$ cat src/hw/z80_bus_pkg.sv
// ~~~~~~~~~~~~~~~~~~~~~~~~~~~~~~~~~~~~~~~~~~~~~~~
// apb register map, command word and status layout
// ~~~~~~~~~~~~~~~~~~~~~~~~~~~~~~~~~~~~~~~~~~~~~~~
package z80_bus_pkg;

    // register offsets
    localparam logic [4:0] ADDR_CMD    = 5'h00;
    localparam logic [4:0] ADDR_IX     = 5'h04;
    localparam logic [4:0] ADDR_IY     = 5'h08;
    localparam logic [4:0] ADDR_SP     = 5'h0C;
    localparam logic [4:0] ADDR_STATUS = 5'h10;

    // command word
    localparam int CMD_W        = 2;
    localparam int CMD_BIT_IS_Y = 0; // 1 selects iy
    localparam int CMD_BIT_PUSH = 1; // 1 push, 0 pop

    // status word
    localparam int STAT_CNT_W    = 8; // fifo count in the low bits
    localparam int STAT_BIT_BUSY = 8;

endpackage

$ cat src/hw/z80_ctrl_pkg.sv
// ~~~~~~~~~~~~~~~~~~~~~~~~~~~~~~~~~~~~~~~~~~~~~~~
// sequencer state, stack opcode and xpt constants
// ~~~~~~~~~~~~~~~~~~~~~~~~~~~~~~~~~~~~~~~~~~~~~~~
package z80_ctrl_pkg;

    // ~~~~~~~~~~~~~~~~~~~~~~~~~~~~~~~~~~~~~~~~~~~~~~~
    // control encodings
    // ~~~~~~~~~~~~~~~~~~~~~~~~~~~~~~~~~~~~~~~~~~~~~~~

    typedef enum logic [1:0] {
        st_idle = 2'd0, // waiting for a queued command
        st_load = 2'd1, // command latched, xpt about to start
        st_exec = 2'd2  // xpt stepping through the stack cycles
    } seq_state_e;

    typedef enum logic {
        op_pop  = 1'b0, // pop ix/iy
        op_push = 1'b1  // push ix/iy
    } stack_op_e;

    // ~~~~~~~~~~~~~~~~~~~~~~~~~~~~~~~~~~~~~~~~~~~~~~~
    // timing states
    // ~~~~~~~~~~~~~~~~~~~~~~~~~~~~~~~~~~~~~~~~~~~~~~~

    localparam int XPT_W = 5;

    // t1..t3 belong to the opcode fetch, which is not modelled here
    localparam logic [XPT_W-1:0] XPT_FIRST = 5'd4;
    localparam logic [XPT_W-1:0] XPT_LAST  = 5'd9;

endpackage

$ cat src/hw/apb_cmd_port.sv
// ~~~~~~~~~~~~~~~~~~~~~~~~~~~~~~~~~~~~~~~~~~~~~~~
// apb slave: command queueing, register access, status
// ~~~~~~~~~~~~~~~~~~~~~~~~~~~~~~~~~~~~~~~~~~~~~~~
`timescale 1ns/1ps

module apb_cmd_port (
    input  logic                          clk,
    input  logic                          rst,
    input  logic                          psel,
    input  logic                          penable,
    input  logic                          pwrite,
    input  logic [4:0]                    paddr,
    input  logic [15:0]                   pwdata,
    input  logic                          full,
    input  logic                          busy,
    input  logic [7:0]                    count,
    input  logic [15:0]                   ix,
    input  logic [15:0]                   iy,
    input  logic [15:0]                   sp,
    output logic [15:0]                   prdata,
    output logic                          pready,
    output logic                          pslverr,
    output logic                          push,
    output logic [z80_bus_pkg::CMD_W-1:0] push_data,
    output logic                          host_wr,
    output logic [4:0]                    host_sel,
    output logic [15:0]                   host_data
);

    logic        access;
    logic        hit_cmd;
    logic        hit_reg;
    logic        hit_stat;
    logic [15:0] status_word;

    assign access   = psel && penable;
    assign hit_cmd  = (paddr == z80_bus_pkg::ADDR_CMD);
    assign hit_stat = (paddr == z80_bus_pkg::ADDR_STATUS);
    assign hit_reg  = (paddr == z80_bus_pkg::ADDR_IX) || (paddr == z80_bus_pkg::ADDR_IY) ||
                      (paddr == z80_bus_pkg::ADDR_SP);

    // wait states: cmd writes on a full fifo, register access while executing
    assign pready  = access && (hit_cmd ? (!pwrite || !full) :
                                hit_reg ? !busy : 1'b1);
    assign pslverr = access && !(hit_cmd || hit_reg || hit_stat);

    assign push      = access && pwrite && hit_cmd && pready; // completing cycle only
    assign push_data = pwdata[z80_bus_pkg::CMD_W-1:0];

    assign host_wr   = access && pwrite && hit_reg && !busy;
    assign host_sel  = paddr;
    assign host_data = pwdata;

    always_comb begin
        status_word = '0;
        status_word[z80_bus_pkg::STAT_CNT_W-1:0] = count;
        status_word[z80_bus_pkg::STAT_BIT_BUSY]  = busy;
    end

    always_comb begin
        prdata = '0;
        if (psel && !pwrite) begin
            case (paddr)
                z80_bus_pkg::ADDR_IX:     prdata = ix;
                z80_bus_pkg::ADDR_IY:     prdata = iy;
                z80_bus_pkg::ADDR_SP:     prdata = sp;
                z80_bus_pkg::ADDR_STATUS: prdata = status_word;
                default:                  prdata = '0; // cmd reads back as zero
            endcase
        end
    end

    // the fifo must never see a push it cannot take
    a_no_push_full: assert property (@(posedge clk) disable iff (rst)
        push |-> !full);

endmodule

$ cat src/hw/cmd_fifo.sv
// ~~~~~~~~~~~~~~~~~~~~~~~~~~~~~~~~~~~~~~~~~~~~~~~
// synchronous command fifo with occupancy count
// ~~~~~~~~~~~~~~~~~~~~~~~~~~~~~~~~~~~~~~~~~~~~~~~
`timescale 1ns/1ps

module cmd_fifo #(
    parameter int FIFO_DEPTH = 4
) (
    input  logic                          clk,
    input  logic                          rst,
    input  logic                          push,
    input  logic [z80_bus_pkg::CMD_W-1:0] push_data,
    input  logic                          pop,
    output logic [z80_bus_pkg::CMD_W-1:0] pop_data,
    output logic                          empty,
    output logic                          full,
    output logic [7:0]                    count
);

    localparam int PW = (FIFO_DEPTH > 1) ? $clog2(FIFO_DEPTH) : 1;

    logic [z80_bus_pkg::CMD_W-1:0] mem [FIFO_DEPTH];
    logic [PW-1:0]                 wr_ptr;
    logic [PW-1:0]                 rd_ptr;
    logic                          do_push;
    logic                          do_pop;

    assign empty    = (count == 8'd0);
    assign full     = (count == 8'(FIFO_DEPTH));
    assign do_push  = push && !full;
    assign do_pop   = pop && !empty;
    assign pop_data = mem[rd_ptr]; // first word shows without a read cycle

    always_ff @(posedge clk) begin
        if (do_push) begin
            mem[wr_ptr] <= push_data;
        end
    end

    always_ff @(posedge clk) begin
        if (rst) begin
            wr_ptr <= '0;
            rd_ptr <= '0;
            count  <= '0;
        end else begin
            if (do_push) begin
                wr_ptr <= (wr_ptr == PW'(FIFO_DEPTH - 1)) ? '0 : wr_ptr + 1'b1;
            end
            if (do_pop) begin
                rd_ptr <= (rd_ptr == PW'(FIFO_DEPTH - 1)) ? '0 : rd_ptr + 1'b1;
            end
            count <= count + 8'(do_push) - 8'(do_pop);
        end
    end

    a_no_pop_empty: assert property (@(posedge clk) disable iff (rst)
        pop |-> !empty);

endmodule

$ cat src/hw/stack_datapath.sv
// ~~~~~~~~~~~~~~~~~~~~~~~~~~~~~~~~~~~~~~~~~~~~~~~
// sp, ix, iy registers and byte-wide stack memory
// ~~~~~~~~~~~~~~~~~~~~~~~~~~~~~~~~~~~~~~~~~~~~~~~
`timescale 1ns/1ps

module stack_datapath #(
    parameter int STACK_AW = 8
) (
    input  logic        clk,
    input  logic        rst,
    input  logic        is_y,
    input  logic        sel_sp_addr,
    input  logic        mem_wr,
    input  logic        sp_inc,
    input  logic        sp_dec,
    input  logic        wr_x_low,
    input  logic        wr_x_high,
    input  logic        rd_x_low,
    input  logic        rd_x_high,
    input  logic        host_wr,
    input  logic [4:0]  host_sel,
    input  logic [15:0] host_data,
    output logic [15:0] ix,
    output logic [15:0] iy,
    output logic [15:0] sp
);

    logic [7:0]          stack_mem [2**STACK_AW];
    logic [STACK_AW-1:0] mem_addr;
    logic [7:0]          mem_rdata;
    logic [7:0]          mem_wdata;
    logic [15:0]         x_sel;
    logic [15:0]         x_next;
    logic                mem_we;
    logic                host_ok;
    logic                wr_ix, wr_iy;

    assign mem_addr  = sp[STACK_AW-1:0];
    assign mem_rdata = stack_mem[mem_addr];
    assign x_sel     = is_y ? iy : ix;
    assign mem_wdata = rd_x_high ? x_sel[15:8] : x_sel[7:0];
    assign mem_we    = sel_sp_addr && mem_wr && (rd_x_low || rd_x_high);

    // pop merges the incoming byte into the addressed half
    assign x_next = wr_x_high ? {mem_rdata, x_sel[7:0]} : {x_sel[15:8], mem_rdata};
    assign wr_ix  = sel_sp_addr && (wr_x_low || wr_x_high) && !is_y;
    assign wr_iy  = sel_sp_addr && (wr_x_low || wr_x_high) && is_y;

    assign host_ok = host_wr && !sel_sp_addr; // engine owns the registers during t4..t9

    always_ff @(posedge clk) begin
        if (mem_we) begin
            stack_mem[mem_addr] <= mem_wdata;
        end
    end

    always_ff @(posedge clk) begin
        if (rst) begin
            ix <= '0;
            iy <= '0;
            sp <= 16'hFFFF;
        end else begin
            if (sel_sp_addr && sp_inc) begin
                sp <= sp + 16'd1;
            end else if (sel_sp_addr && sp_dec) begin
                sp <= sp - 16'd1;
            end else if (host_ok && host_sel == z80_bus_pkg::ADDR_SP) begin
                sp <= host_data;
            end
            if (wr_ix) begin
                ix <= x_next;
            end else if (host_ok && host_sel == z80_bus_pkg::ADDR_IX) begin
                ix <= host_data;
            end
            if (wr_iy) begin
                iy <= x_next;
            end else if (host_ok && host_sel == z80_bus_pkg::ADDR_IY) begin
                iy <= host_data;
            end
        end
    end

    a_sp_step: assert property (@(posedge clk) disable iff (rst)
        !(sp_inc && sp_dec));

    // every memory write cycle carries exactly one register byte
    a_wr_byte: assert property (@(posedge clk) disable iff (rst)
        mem_wr |-> (rd_x_low ^ rd_x_high));

endmodule

$ cat src/hw/stack_engine_top.sv
// ~~~~~~~~~~~~~~~~~~~~~~~~~~~~~~~~~~~~~~~~~~~~~~~
// stack engine: apb port, fifo, sequencer, decoder, datapath
// ~~~~~~~~~~~~~~~~~~~~~~~~~~~~~~~~~~~~~~~~~~~~~~~
`timescale 1ns/1ps

module stack_engine_top #(
    parameter int FIFO_DEPTH = 4,
    parameter int STACK_AW   = 8
) (
    input  logic        clk,
    input  logic        rst,
    input  logic        psel,
    input  logic        penable,
    input  logic        pwrite,
    input  logic [4:0]  paddr,
    input  logic [15:0] pwdata,
    output logic [15:0] prdata,
    output logic        pready,
    output logic        pslverr
);

    logic                           push, pop, full, empty, busy;
    logic [z80_bus_pkg::CMD_W-1:0]  push_data, pop_data;
    logic [7:0]                     count;
    logic [z80_ctrl_pkg::XPT_W-1:0] xpt;
    logic                           enable, is_y, xpt_reset;
    z80_ctrl_pkg::stack_op_e        op;
    logic                           sel_sp_addr, mem_wr, sp_inc, sp_dec;
    logic                           wr_x_low, wr_x_high, rd_x_low, rd_x_high;
    logic                           host_wr;
    logic [4:0]                     host_sel;
    logic [15:0]                    host_data, ix, iy, sp;

    apb_cmd_port u_port (
        .clk, .rst, .psel, .penable, .pwrite, .paddr, .pwdata,
        .full, .busy, .count, .ix, .iy, .sp,
        .prdata, .pready, .pslverr, .push, .push_data,
        .host_wr, .host_sel, .host_data
    );

    cmd_fifo #(.FIFO_DEPTH(FIFO_DEPTH)) u_fifo (
        .clk, .rst, .push, .push_data, .pop, .pop_data, .empty, .full, .count
    );

    xpt_sequencer u_seq (
        .clk, .rst, .empty, .pop_data, .xpt_reset,
        .pop, .xpt, .enable, .op, .is_y, .busy
    );

    stack_op_decoder u_dec (
        .enable, .xpt, .op, .is_y,
        .sel_sp_addr, .mem_wr, .sp_inc, .sp_dec,
        .wr_x_low, .wr_x_high, .rd_x_low, .rd_x_high, .xpt_reset
    );

    stack_datapath #(.STACK_AW(STACK_AW)) u_dp (
        .clk, .rst, .is_y, .sel_sp_addr, .mem_wr, .sp_inc, .sp_dec,
        .wr_x_low, .wr_x_high, .rd_x_low, .rd_x_high,
        .host_wr, .host_sel, .host_data, .ix, .iy, .sp
    );

endmodule

$ cat src/hw/stack_op_decoder.sv
// ~~~~~~~~~~~~~~~~~~~~~~~~~~~~~~~~~~~~~~~~~~~~~~~
// xpt decode into push/pop ix/iy strobes
// ~~~~~~~~~~~~~~~~~~~~~~~~~~~~~~~~~~~~~~~~~~~~~~~
`timescale 1ns/1ps

module stack_op_decoder (
    input  logic                           enable,
    input  logic [z80_ctrl_pkg::XPT_W-1:0] xpt,
    input  z80_ctrl_pkg::stack_op_e        op,
    input  logic                           is_y,
    output logic                           sel_sp_addr,
    output logic                           mem_wr,
    output logic                           sp_inc,
    output logic                           sp_dec,
    output logic                           wr_x_low,
    output logic                           wr_x_high,
    output logic                           rd_x_low,
    output logic                           rd_x_high,
    output logic                           xpt_reset
);

    localparam int XW  = z80_ctrl_pkg::XPT_W;
    localparam int N_T = int'(z80_ctrl_pkg::XPT_LAST) - int'(z80_ctrl_pkg::XPT_FIRST) + 1;

    logic [N_T-1:0] t; // t[0] is t4
    logic           t4, t5, t6, t7, t8, t9;
    logic           c0, c1, c2;
    logic           is_push;

    for (genvar g = 0; g < N_T; g++) begin : g_onehot
        assign t[g] = enable && (xpt == XW'(int'(z80_ctrl_pkg::XPT_FIRST) + g));
    end

    assign t4 = t[0];
    assign t5 = t[1];
    assign t6 = t[2];
    assign t7 = t[3];
    assign t8 = t[4];
    assign t9 = t[5];

    assign is_push = (op == z80_ctrl_pkg::op_push);

    // ~~~~~~~~~~~~~~~~~~~~~~~~~~~~~~~~~~~~~~~~~~~~~~~
    // cycle strobes
    // ~~~~~~~~~~~~~~~~~~~~~~~~~~~~~~~~~~~~~~~~~~~~~~~

    assign sel_sp_addr = |t; // sp drives the address for t4..t9
    assign c0 = t4 | t7;     // push: step sp down
    assign c1 = t5 | t8;     // push: byte out
    assign c2 = t6 | t9;     // pop: byte in, step sp up

    assign sp_dec    = is_push && c0;
    assign mem_wr    = is_push && c1;
    assign sp_inc    = !is_push && c2;
    assign xpt_reset = t9;

    // byte role only, the datapath picks ix or iy
    assign wr_x_low  = !is_push && t6;
    assign wr_x_high = !is_push && t9;
    assign rd_x_high = is_push && t5; // high byte goes out first
    assign rd_x_low  = is_push && t8;

endmodule

$ cat src/hw/xpt_sequencer.sv
// ~~~~~~~~~~~~~~~~~~~~~~~~~~~~~~~~~~~~~~~~~~~~~~~
// command pop, xpt counter and busy flag
// ~~~~~~~~~~~~~~~~~~~~~~~~~~~~~~~~~~~~~~~~~~~~~~~
`timescale 1ns/1ps

module xpt_sequencer (
    input  logic                            clk,
    input  logic                            rst,
    input  logic                            empty,
    input  logic [z80_bus_pkg::CMD_W-1:0]   pop_data,
    input  logic                            xpt_reset,
    output logic                            pop,
    output logic [z80_ctrl_pkg::XPT_W-1:0]  xpt,
    output logic                            enable,
    output z80_ctrl_pkg::stack_op_e         op,
    output logic                            is_y,
    output logic                            busy
);

    z80_ctrl_pkg::seq_state_e state;

    assign pop    = (state == z80_ctrl_pkg::st_idle) && !empty;
    assign enable = (state == z80_ctrl_pkg::st_exec);
    assign busy   = (state != z80_ctrl_pkg::st_idle); // load through t9

    // ~~~~~~~~~~~~~~~~~~~~~~~~~~~~~~~~~~~~~~~~~~~~~~~
    // control fsm and xpt count
    // ~~~~~~~~~~~~~~~~~~~~~~~~~~~~~~~~~~~~~~~~~~~~~~~

    always_ff @(posedge clk) begin
        if (rst) begin
            state <= z80_ctrl_pkg::st_idle;
            xpt   <= '0;
        end else begin
            case (state)
                z80_ctrl_pkg::st_idle: begin
                    if (pop) begin
                        state <= z80_ctrl_pkg::st_load;
                    end
                end
                z80_ctrl_pkg::st_load: begin
                    xpt   <= z80_ctrl_pkg::XPT_FIRST;
                    state <= z80_ctrl_pkg::st_exec;
                end
                z80_ctrl_pkg::st_exec: begin
                    if (xpt_reset) begin // decoder ends the op at t9
                        xpt   <= '0;
                        state <= z80_ctrl_pkg::st_idle;
                    end else begin
                        xpt <= xpt + 1'b1;
                    end
                end
                default: state <= z80_ctrl_pkg::st_idle;
            endcase
        end
    end

    // latched instruction
    always_ff @(posedge clk) begin
        if (pop) begin
            op   <= z80_ctrl_pkg::stack_op_e'(pop_data[z80_bus_pkg::CMD_BIT_PUSH]);
            is_y <= pop_data[z80_bus_pkg::CMD_BIT_IS_Y];
        end
    end

    a_xpt_range: assert property (@(posedge clk) disable iff (rst)
        enable |-> (xpt >= z80_ctrl_pkg::XPT_FIRST) && (xpt <= z80_ctrl_pkg::XPT_LAST));

endmodule

$ cat config.mk
export PLATFORM = sky130hd
export DESIGN_NAME = stack_engine_top
export DESIGN_NICKNAME = d
export VERILOG_FILES = /design/src/hw/z80_bus_pkg.sv /design/src/hw/z80_ctrl_pkg.sv /design/src/hw/apb_cmd_port.sv /design/src/hw/cmd_fifo.sv /design/src/hw/stack_datapath.sv /design/src/hw/stack_engine_top.sv /design/src/hw/stack_op_decoder.sv /design/src/hw/xpt_sequencer.sv
export SDC_FILE = /design/constraint.sdc
export NUM_CORES = 2
export LEC_CHECK = 0
export BUFFER_PORTS_ARGS = -buffer_cell sky130_fd_sc_hd__buf_2
export CAP_MARGIN = 20
export CELL_PAD_IN_SITES_DETAIL_PLACEMENT = 1
export CELL_PAD_IN_SITES_GLOBAL_PLACEMENT = 2
export CORE_MARGIN = 2
export CORE_UTILIZATION = 50
export CTS_CLUSTER_DIAMETER = 50
export CTS_CLUSTER_SIZE = 40
export DETAILED_ROUTE_END_ITERATION = 12
export PLACE_DENSITY_LB_ADDON = 0.1
export SLEW_MARGIN = 40
export SYNTH_ARGS = -nofsm -noshare
export SYNTH_HDL_FRONTEND = slang
export SYNTH_SLANG_ARGS = --single-unit
$ cat constraint.sdc
create_clock -name clk -period 5.45 [get_ports clk]
set_clock_uncertainty 0.15 [all_clocks]
set_input_delay 0.2725 -clock clk [delete_from_list [all_inputs] [get_ports clk]]
set_output_delay 0.2725 -clock clk [all_outputs]
set_load 0.005 [all_outputs]
[Yosys cells after proc, flatten, opt, wreduce, memory -nomap -nowiden]
Memory sizes are Yosys's and may differ from the RTL's. A register that Yosys moved wholly into a read port is not among the register bits.
Cells that the tools add are included.
Word-level totals
  flip-flop bits (word level): 67
  memory bits (writable): 2056
  bits of input ports: 26
  output and inout port bits: 18
  logic and storage cells: 125
  memories: 2
Memories
  u_dp.stack_mem: depth 256, bits a word 8, rd ports 1, clocked after Yosys merged registers in 1, wr ports 1, RTL line stack_datapath.sv:28  | logic [7:0] stack_mem [2**STACK_AW];
  u_fifo.mem: depth 4, bits a word 2, rd ports 1, clocked after Yosys merged registers in 1, wr ports 1, RTL line cmd_fifo.sv:22  | logic [z80_bus_pkg::CMD_W-1:0] mem [FIFO_DEPTH];
Operators by class
  add/subtract/negate cells: 7
  equality and inequality tests: 17
  mux-type cells: 27
  bitwise logic cells: 3
  reduce and logical (&&, ||, !) cells: 61
Operator list (count)
  16-bit 2-to-1 mux: 10
  16-bit one-hot mux with 4 select lines: 1
  1-bit logical AND: 36
  5-bit by 3-bit equality test with 1-bit output (second input constant): 5
  8-bit 2-to-1 mux: 3
  5-bit by 4-bit equality test with 1-bit output (second input constant): 4
  16-bit by 1-bit adder with 16-bit output (second input constant): 1
  16-bit by 1-bit subtractor with 16-bit output (second input constant): 1
  5-bit one-hot mux with 2 select lines: 1
  8-bit by 1-bit adder with 8-bit output: 1
  8-bit by 3-bit equality test with 1-bit output (second input constant): 1
  1-bit logical NOT: 8
  8-bit logical NOT: 1
  2-bit 2-to-1 mux: 4
  2-bit nonzero test: 4
  8-bit by 1-bit subtractor with 8-bit output: 1
  1-bit logical OR: 7
  2-bit equality test (second input constant): 3
  1-bit 2-to-1 mux: 6
  2-bit one-hot mux with 3 select lines: 1
  6-bit OR reduction: 1
  5-bit by 1-bit adder with 5-bit output (second input constant): 1
  5-bit equality test (second input constant): 1
  5-bit logical NOT: 1
  other kinds (8): 12

[Logic depth before layout (Yosys ltp)]
  depth after elaboration: 12
  gate-level depth with buffers: 18
  mapped depth without buffers: 18

[By module]
From an unflattened synthesis, not the netlist that was laid out.
Second synthesis, totals
  cells, all modules: 4609
  area total of the unflattened synthesis: 86407.9 um2
Modules (own cells, without submodules)
  stack_datapath: instances 1, cells each 4312, area each 83679.0 um2, seq. area each 62620.1 um2
  cmd_fifo: instances 1, cells each 115, area each 1243.7 um2, seq. area each 520.5 um2
  apb_cmd_port: instances 1, cells each 118, area each 908.4 um2, seq. area each 0.0 um2
  xpt_sequencer: instances 1, cells each 46, area each 446.7 um2, seq. area each 200.2 um2
  stack_op_decoder: instances 1, cells each 18, area each 130.1 um2, seq. area each 0.0 um2

[Worst setup path after synthesis]
Ideal clock, no wire load.
  path type: flip-flop to flip-flop
  start: register u_seq.state[0]
  end: memory u_dp.stack_mem[0][1], data pin
  library setup time: 551 ps
  data arrival time: 3344 ps
  required time: 4749 ps
  path slack: 1405 ps
  cell stages (with the launch flop): 7
  path buffers: 1
  clock period less this slack: 4045 ps
  cell sequence: dfxtp_1 > inv_1 > ha_1 > and4bb_2 > and3_1 > clkbuf_1 > mux4_2
Between the ends
  cells in the longest elaborated chain, start to end: 4
RTL lines
  start: declaration: RTL line xpt_sequencer.sv:20  | z80_ctrl_pkg::seq_state_e state;
  start signal: assignment: RTL line xpt_sequencer.sv:32  | state <= z80_ctrl_pkg::st_idle;
  start signal: assignment: RTL line xpt_sequencer.sv:38  | state <= z80_ctrl_pkg::st_load;
  start signal: assignment: RTL line xpt_sequencer.sv:43  | state <= z80_ctrl_pkg::st_exec;
  2-bit equality test: RTL line xpt_sequencer.sv:23  | assign enable = (state == z80_ctrl_pkg::st_exec);
  1-bit logical AND: RTL line stack_op_decoder.sv:31  | assign t[g] = enable && (xpt == XW'(int'(z80_ctrl_pkg::XPT_FIRST) + g));
  1-bit logical AND: RTL line stack_op_decoder.sv:60  | assign rd_x_high = is_push && t5;
  8-bit 2-to-1 mux: RTL line stack_datapath.sv:41  | assign mem_wdata = rd_x_high ? x_sel[15:8] : x_sel[7:0];
  net u_dp.mem_wdata[1]: RTL line stack_datapath.sv:31  | logic [7:0] mem_wdata;
  end: declaration: RTL line stack_datapath.sv:28
The timed path passes the listed nets, and every way through them passes these cells.

==> metrics <==
outcome finished clean; post-DP HPWL 176.6 mm; post-route cell area 96,900 um^2; CP Data Required Time 6000 ps; pin count of the biggest net entering global routing 181; Avg WL per Cell 37.87 um; GR Overflow Total 0; First-pass DRT Iterations 6; share of post-route cells with drive strength above 1 26.27%; post-CTS sizing 0; clock buffer depth 3; wire length of the first global-routing pass 382.3 mm; ANT nets after route 0; DP Worst Slack 918.2 ps; total wire length 273.2 mm; Fin Hold WS 156.2 ps; fraction of registers with async set/reset 0%; Syn Nets 4,618; top routing layer in use met5; Cell Rows 152; GRT Overall Usage 31.25%; Max Slew Vio Count 0; Yosys warnings 0; Clock Pin Slew Worst Setup and Hold Paths 70 ps; number of global-route vias before repair 47,860; worst min path class input pin to flop; clk_lat worst skew 850 ps; max-cap violation count 0; Starting DRT DRC Count 5,757; FILL cells 14,890; Pwr Density 352.3 nW/um^2; Root Driver clkbuf_16; top cell type's share of synthesized area 71.39%; Post-Synthesis Mean Instance Area 18.98 um^2; Tmin final 4676 ps; ranking of synthesized cells by area edfxtp_1 71%, mux4_2 11%, mux2i_1 2.2%; LEAKAGE 32.56 nW; predominant post-synthesis flop cell edfxtp_1; routed wl met2 129.7 mm; #FFs+latches synth 2,133; actual slew at the worst max-slew pin 962.0 ps; Critical Path Fanout Max 41; Critical Path End Type flop; I/O Pins 44; final cycle utilization of the critical path 85.79%; CTS H-tree lvls 4; Remaining DRCs 0; Final nets 4,807; RSZ-0062 raised after global routing no; clk sinks 2,133; Metal-1 WL 109.6 mm; sequential fraction of the synthesis area 73.12%; EDFF count, synth 2,058; worst rel slew slack 35.71%; final worst slack 774.2 ps; crit path kind flop to flop; Area Overhead vs Synth 11.93%; Peak Freq 0.2139 GHz; Synth top cells by count 2,058 x edfxtp_1, 407 x mux4_2, 378 x nor2_1, 201 x nand2_1, 187 x mux2i_1; Port Buf Inserts 43; TritonCTS Buffers 178; final setup fails 0; CTS tree built; Netlist cell types 102; most frequent cell after synthesis edfxtp_1; critical path launch point type flop; Post-Syn Area 86,570 um^2; final RePlAce weighted congestion 0.8529; final setup TNS 0 ps; final hold violation count 0; area leader, netlist edfxtp_1; Vias/cell 6.616; Initial Util 50.41%; DR vias 47,730; die area 176,500 um^2; dpl cell area 90,070 um^2; Critical Path AT 5230 ps; core box area 171,700 um^2; initial antenna violation count 15; wire length on met3 22.87 mm; Chip Height 420.1 um; Synth Instances 4,562; Peak VDD IR 0.3290 mV; Die W 420.1 um
[state kept, by name, summed over array words and instances (netlist names), named ones only]
name            cells
u_dp.stack_mem   2048
u_dp.ix            16
u_dp.iy            16
u_dp.sp            16
u_fifo.count        8
u_fifo.mem          8
u_seq.xpt           5
u_fifo.rd_ptr       2
u_fifo.wr_ptr       2
u_seq.state         2
u_seq.is_y          1
u_seq.op            1
[final timing paths]
check             startpoint           to  slack (ps)  depth (start not counted)
setup reg to reg        flop   u_dp.iy[9]         770                         10
hold / removal    pwdata[14]  u_dp.iy[14]         160                          4
setup / recovery        flop   u_dp.iy[9]         770                         10
hold reg to reg   u_dp.iy[8]   u_dp.iy[8]         380                          2
[routing by layer]
layer,track usage [%],vias up
li1,-,19080
met1,43.64,25910
met2,49.11,2300
met3,5.856,438
met4,12.08,8
met5,0,-
[cell usage in the layout, fill, tap and decap left out, drive strengths merged, types with 22 or more instances in the layout]
master	netlist	layout
a211oi	24	24
a21oi	85	85
a221oi	23	23
a22oi	68	68
a31oi	23	23
and2	23	23
buf	144	273
clkbuf	143	190
clkinv	0	64
dfxtp	75	75
dlygate4sd3	0	22
edfxtp	2058	2058
ha	29	29
inv	33	79
mux2	45	45
mux2i	187	187
mux4	451	451
nand2	202	202
nand3	61	61
nand4	30	30
nor2	379	379
nor3	48	48
o211ai	22	22
o21ai	85	85
o221ai	32	32
o22ai	80	80
[critical path, stage by stage, from the launching register on]
cell,delay (ps)
dfxtp_4,800
nand2b_2,430
buf_12,350
o221ai_1,560
o22ai_2,180
a22oi_2,210
o311ai_1,240
a311oi_4,750
a31oi_2,230
buf_4,260
o41ai_2,270
[area by class of cell]
| type | instances | area (um^2) | area share (%) |
|---|---|---|---|
| antenna | 2 | 5.005 | 0.005165 |
| inverter | 33 | 128.9 | 0.1330 |
| clock buffer | 189 | 4654 | 4.804 |
| sequential | 2133 | 63320 | 65.35 |
| timing repair buffer | 297 | 2825 | 2.916 |
| multi-input combinational | 2108 | 21370 | 22.06 |
| tap | 2310 | 2890 | 2.983 |
| clock inverter | 143 | 1702 | 1.756 |
[metrics by stage]
| stage | instances | util [%] | total power (W) |
|---|---|---|---|
| 2_1_floorplan | 4562 | - | 0.01972 |
| 4_1_cts | 7211 | 56.27 | 0.03427 |
| 3_3_place_gp | 6846 | 52.16 | 0.02059 |
| 3_5_place_dp | 6857 | 52.44 | 0.02063 |
| 5_1_grt | 7213 | 56.42 | 0.03493 |
| 6_report | 7215 | 56.42 | 0.03414 |
[report_power, final]
| group | internal, W | leakage, nW | switching [W] |
|---|---|---|---|
| clock network | 0.00723 | 3.06 | 0.00660 |
| registers | 0.0177 | 20.0 | 0.000122 |
| logic | 0.000884 | 9.45 | 0.00155 |
| total | 0.0259 | 32.6 | 0.00828 |
[timing repair]
action | 4_1_cts | 5_1_grt
hold endpoints to repair | 89 | 0
buffers inserted | 0 | 0
hold buffers | 22 | 0
[cell families after synthesis]
kind of cell	share of synthesized area [%]
muxes	14.67
and+or+nand+nor	4.307
adders and majority gates	0.4423
xor gates and xnor gates	0.08093
DFF	73.12
AOI/OAI and AO/OA	4.496
buffers and inverters	2.879
Power figures use the tool's default switching activity.
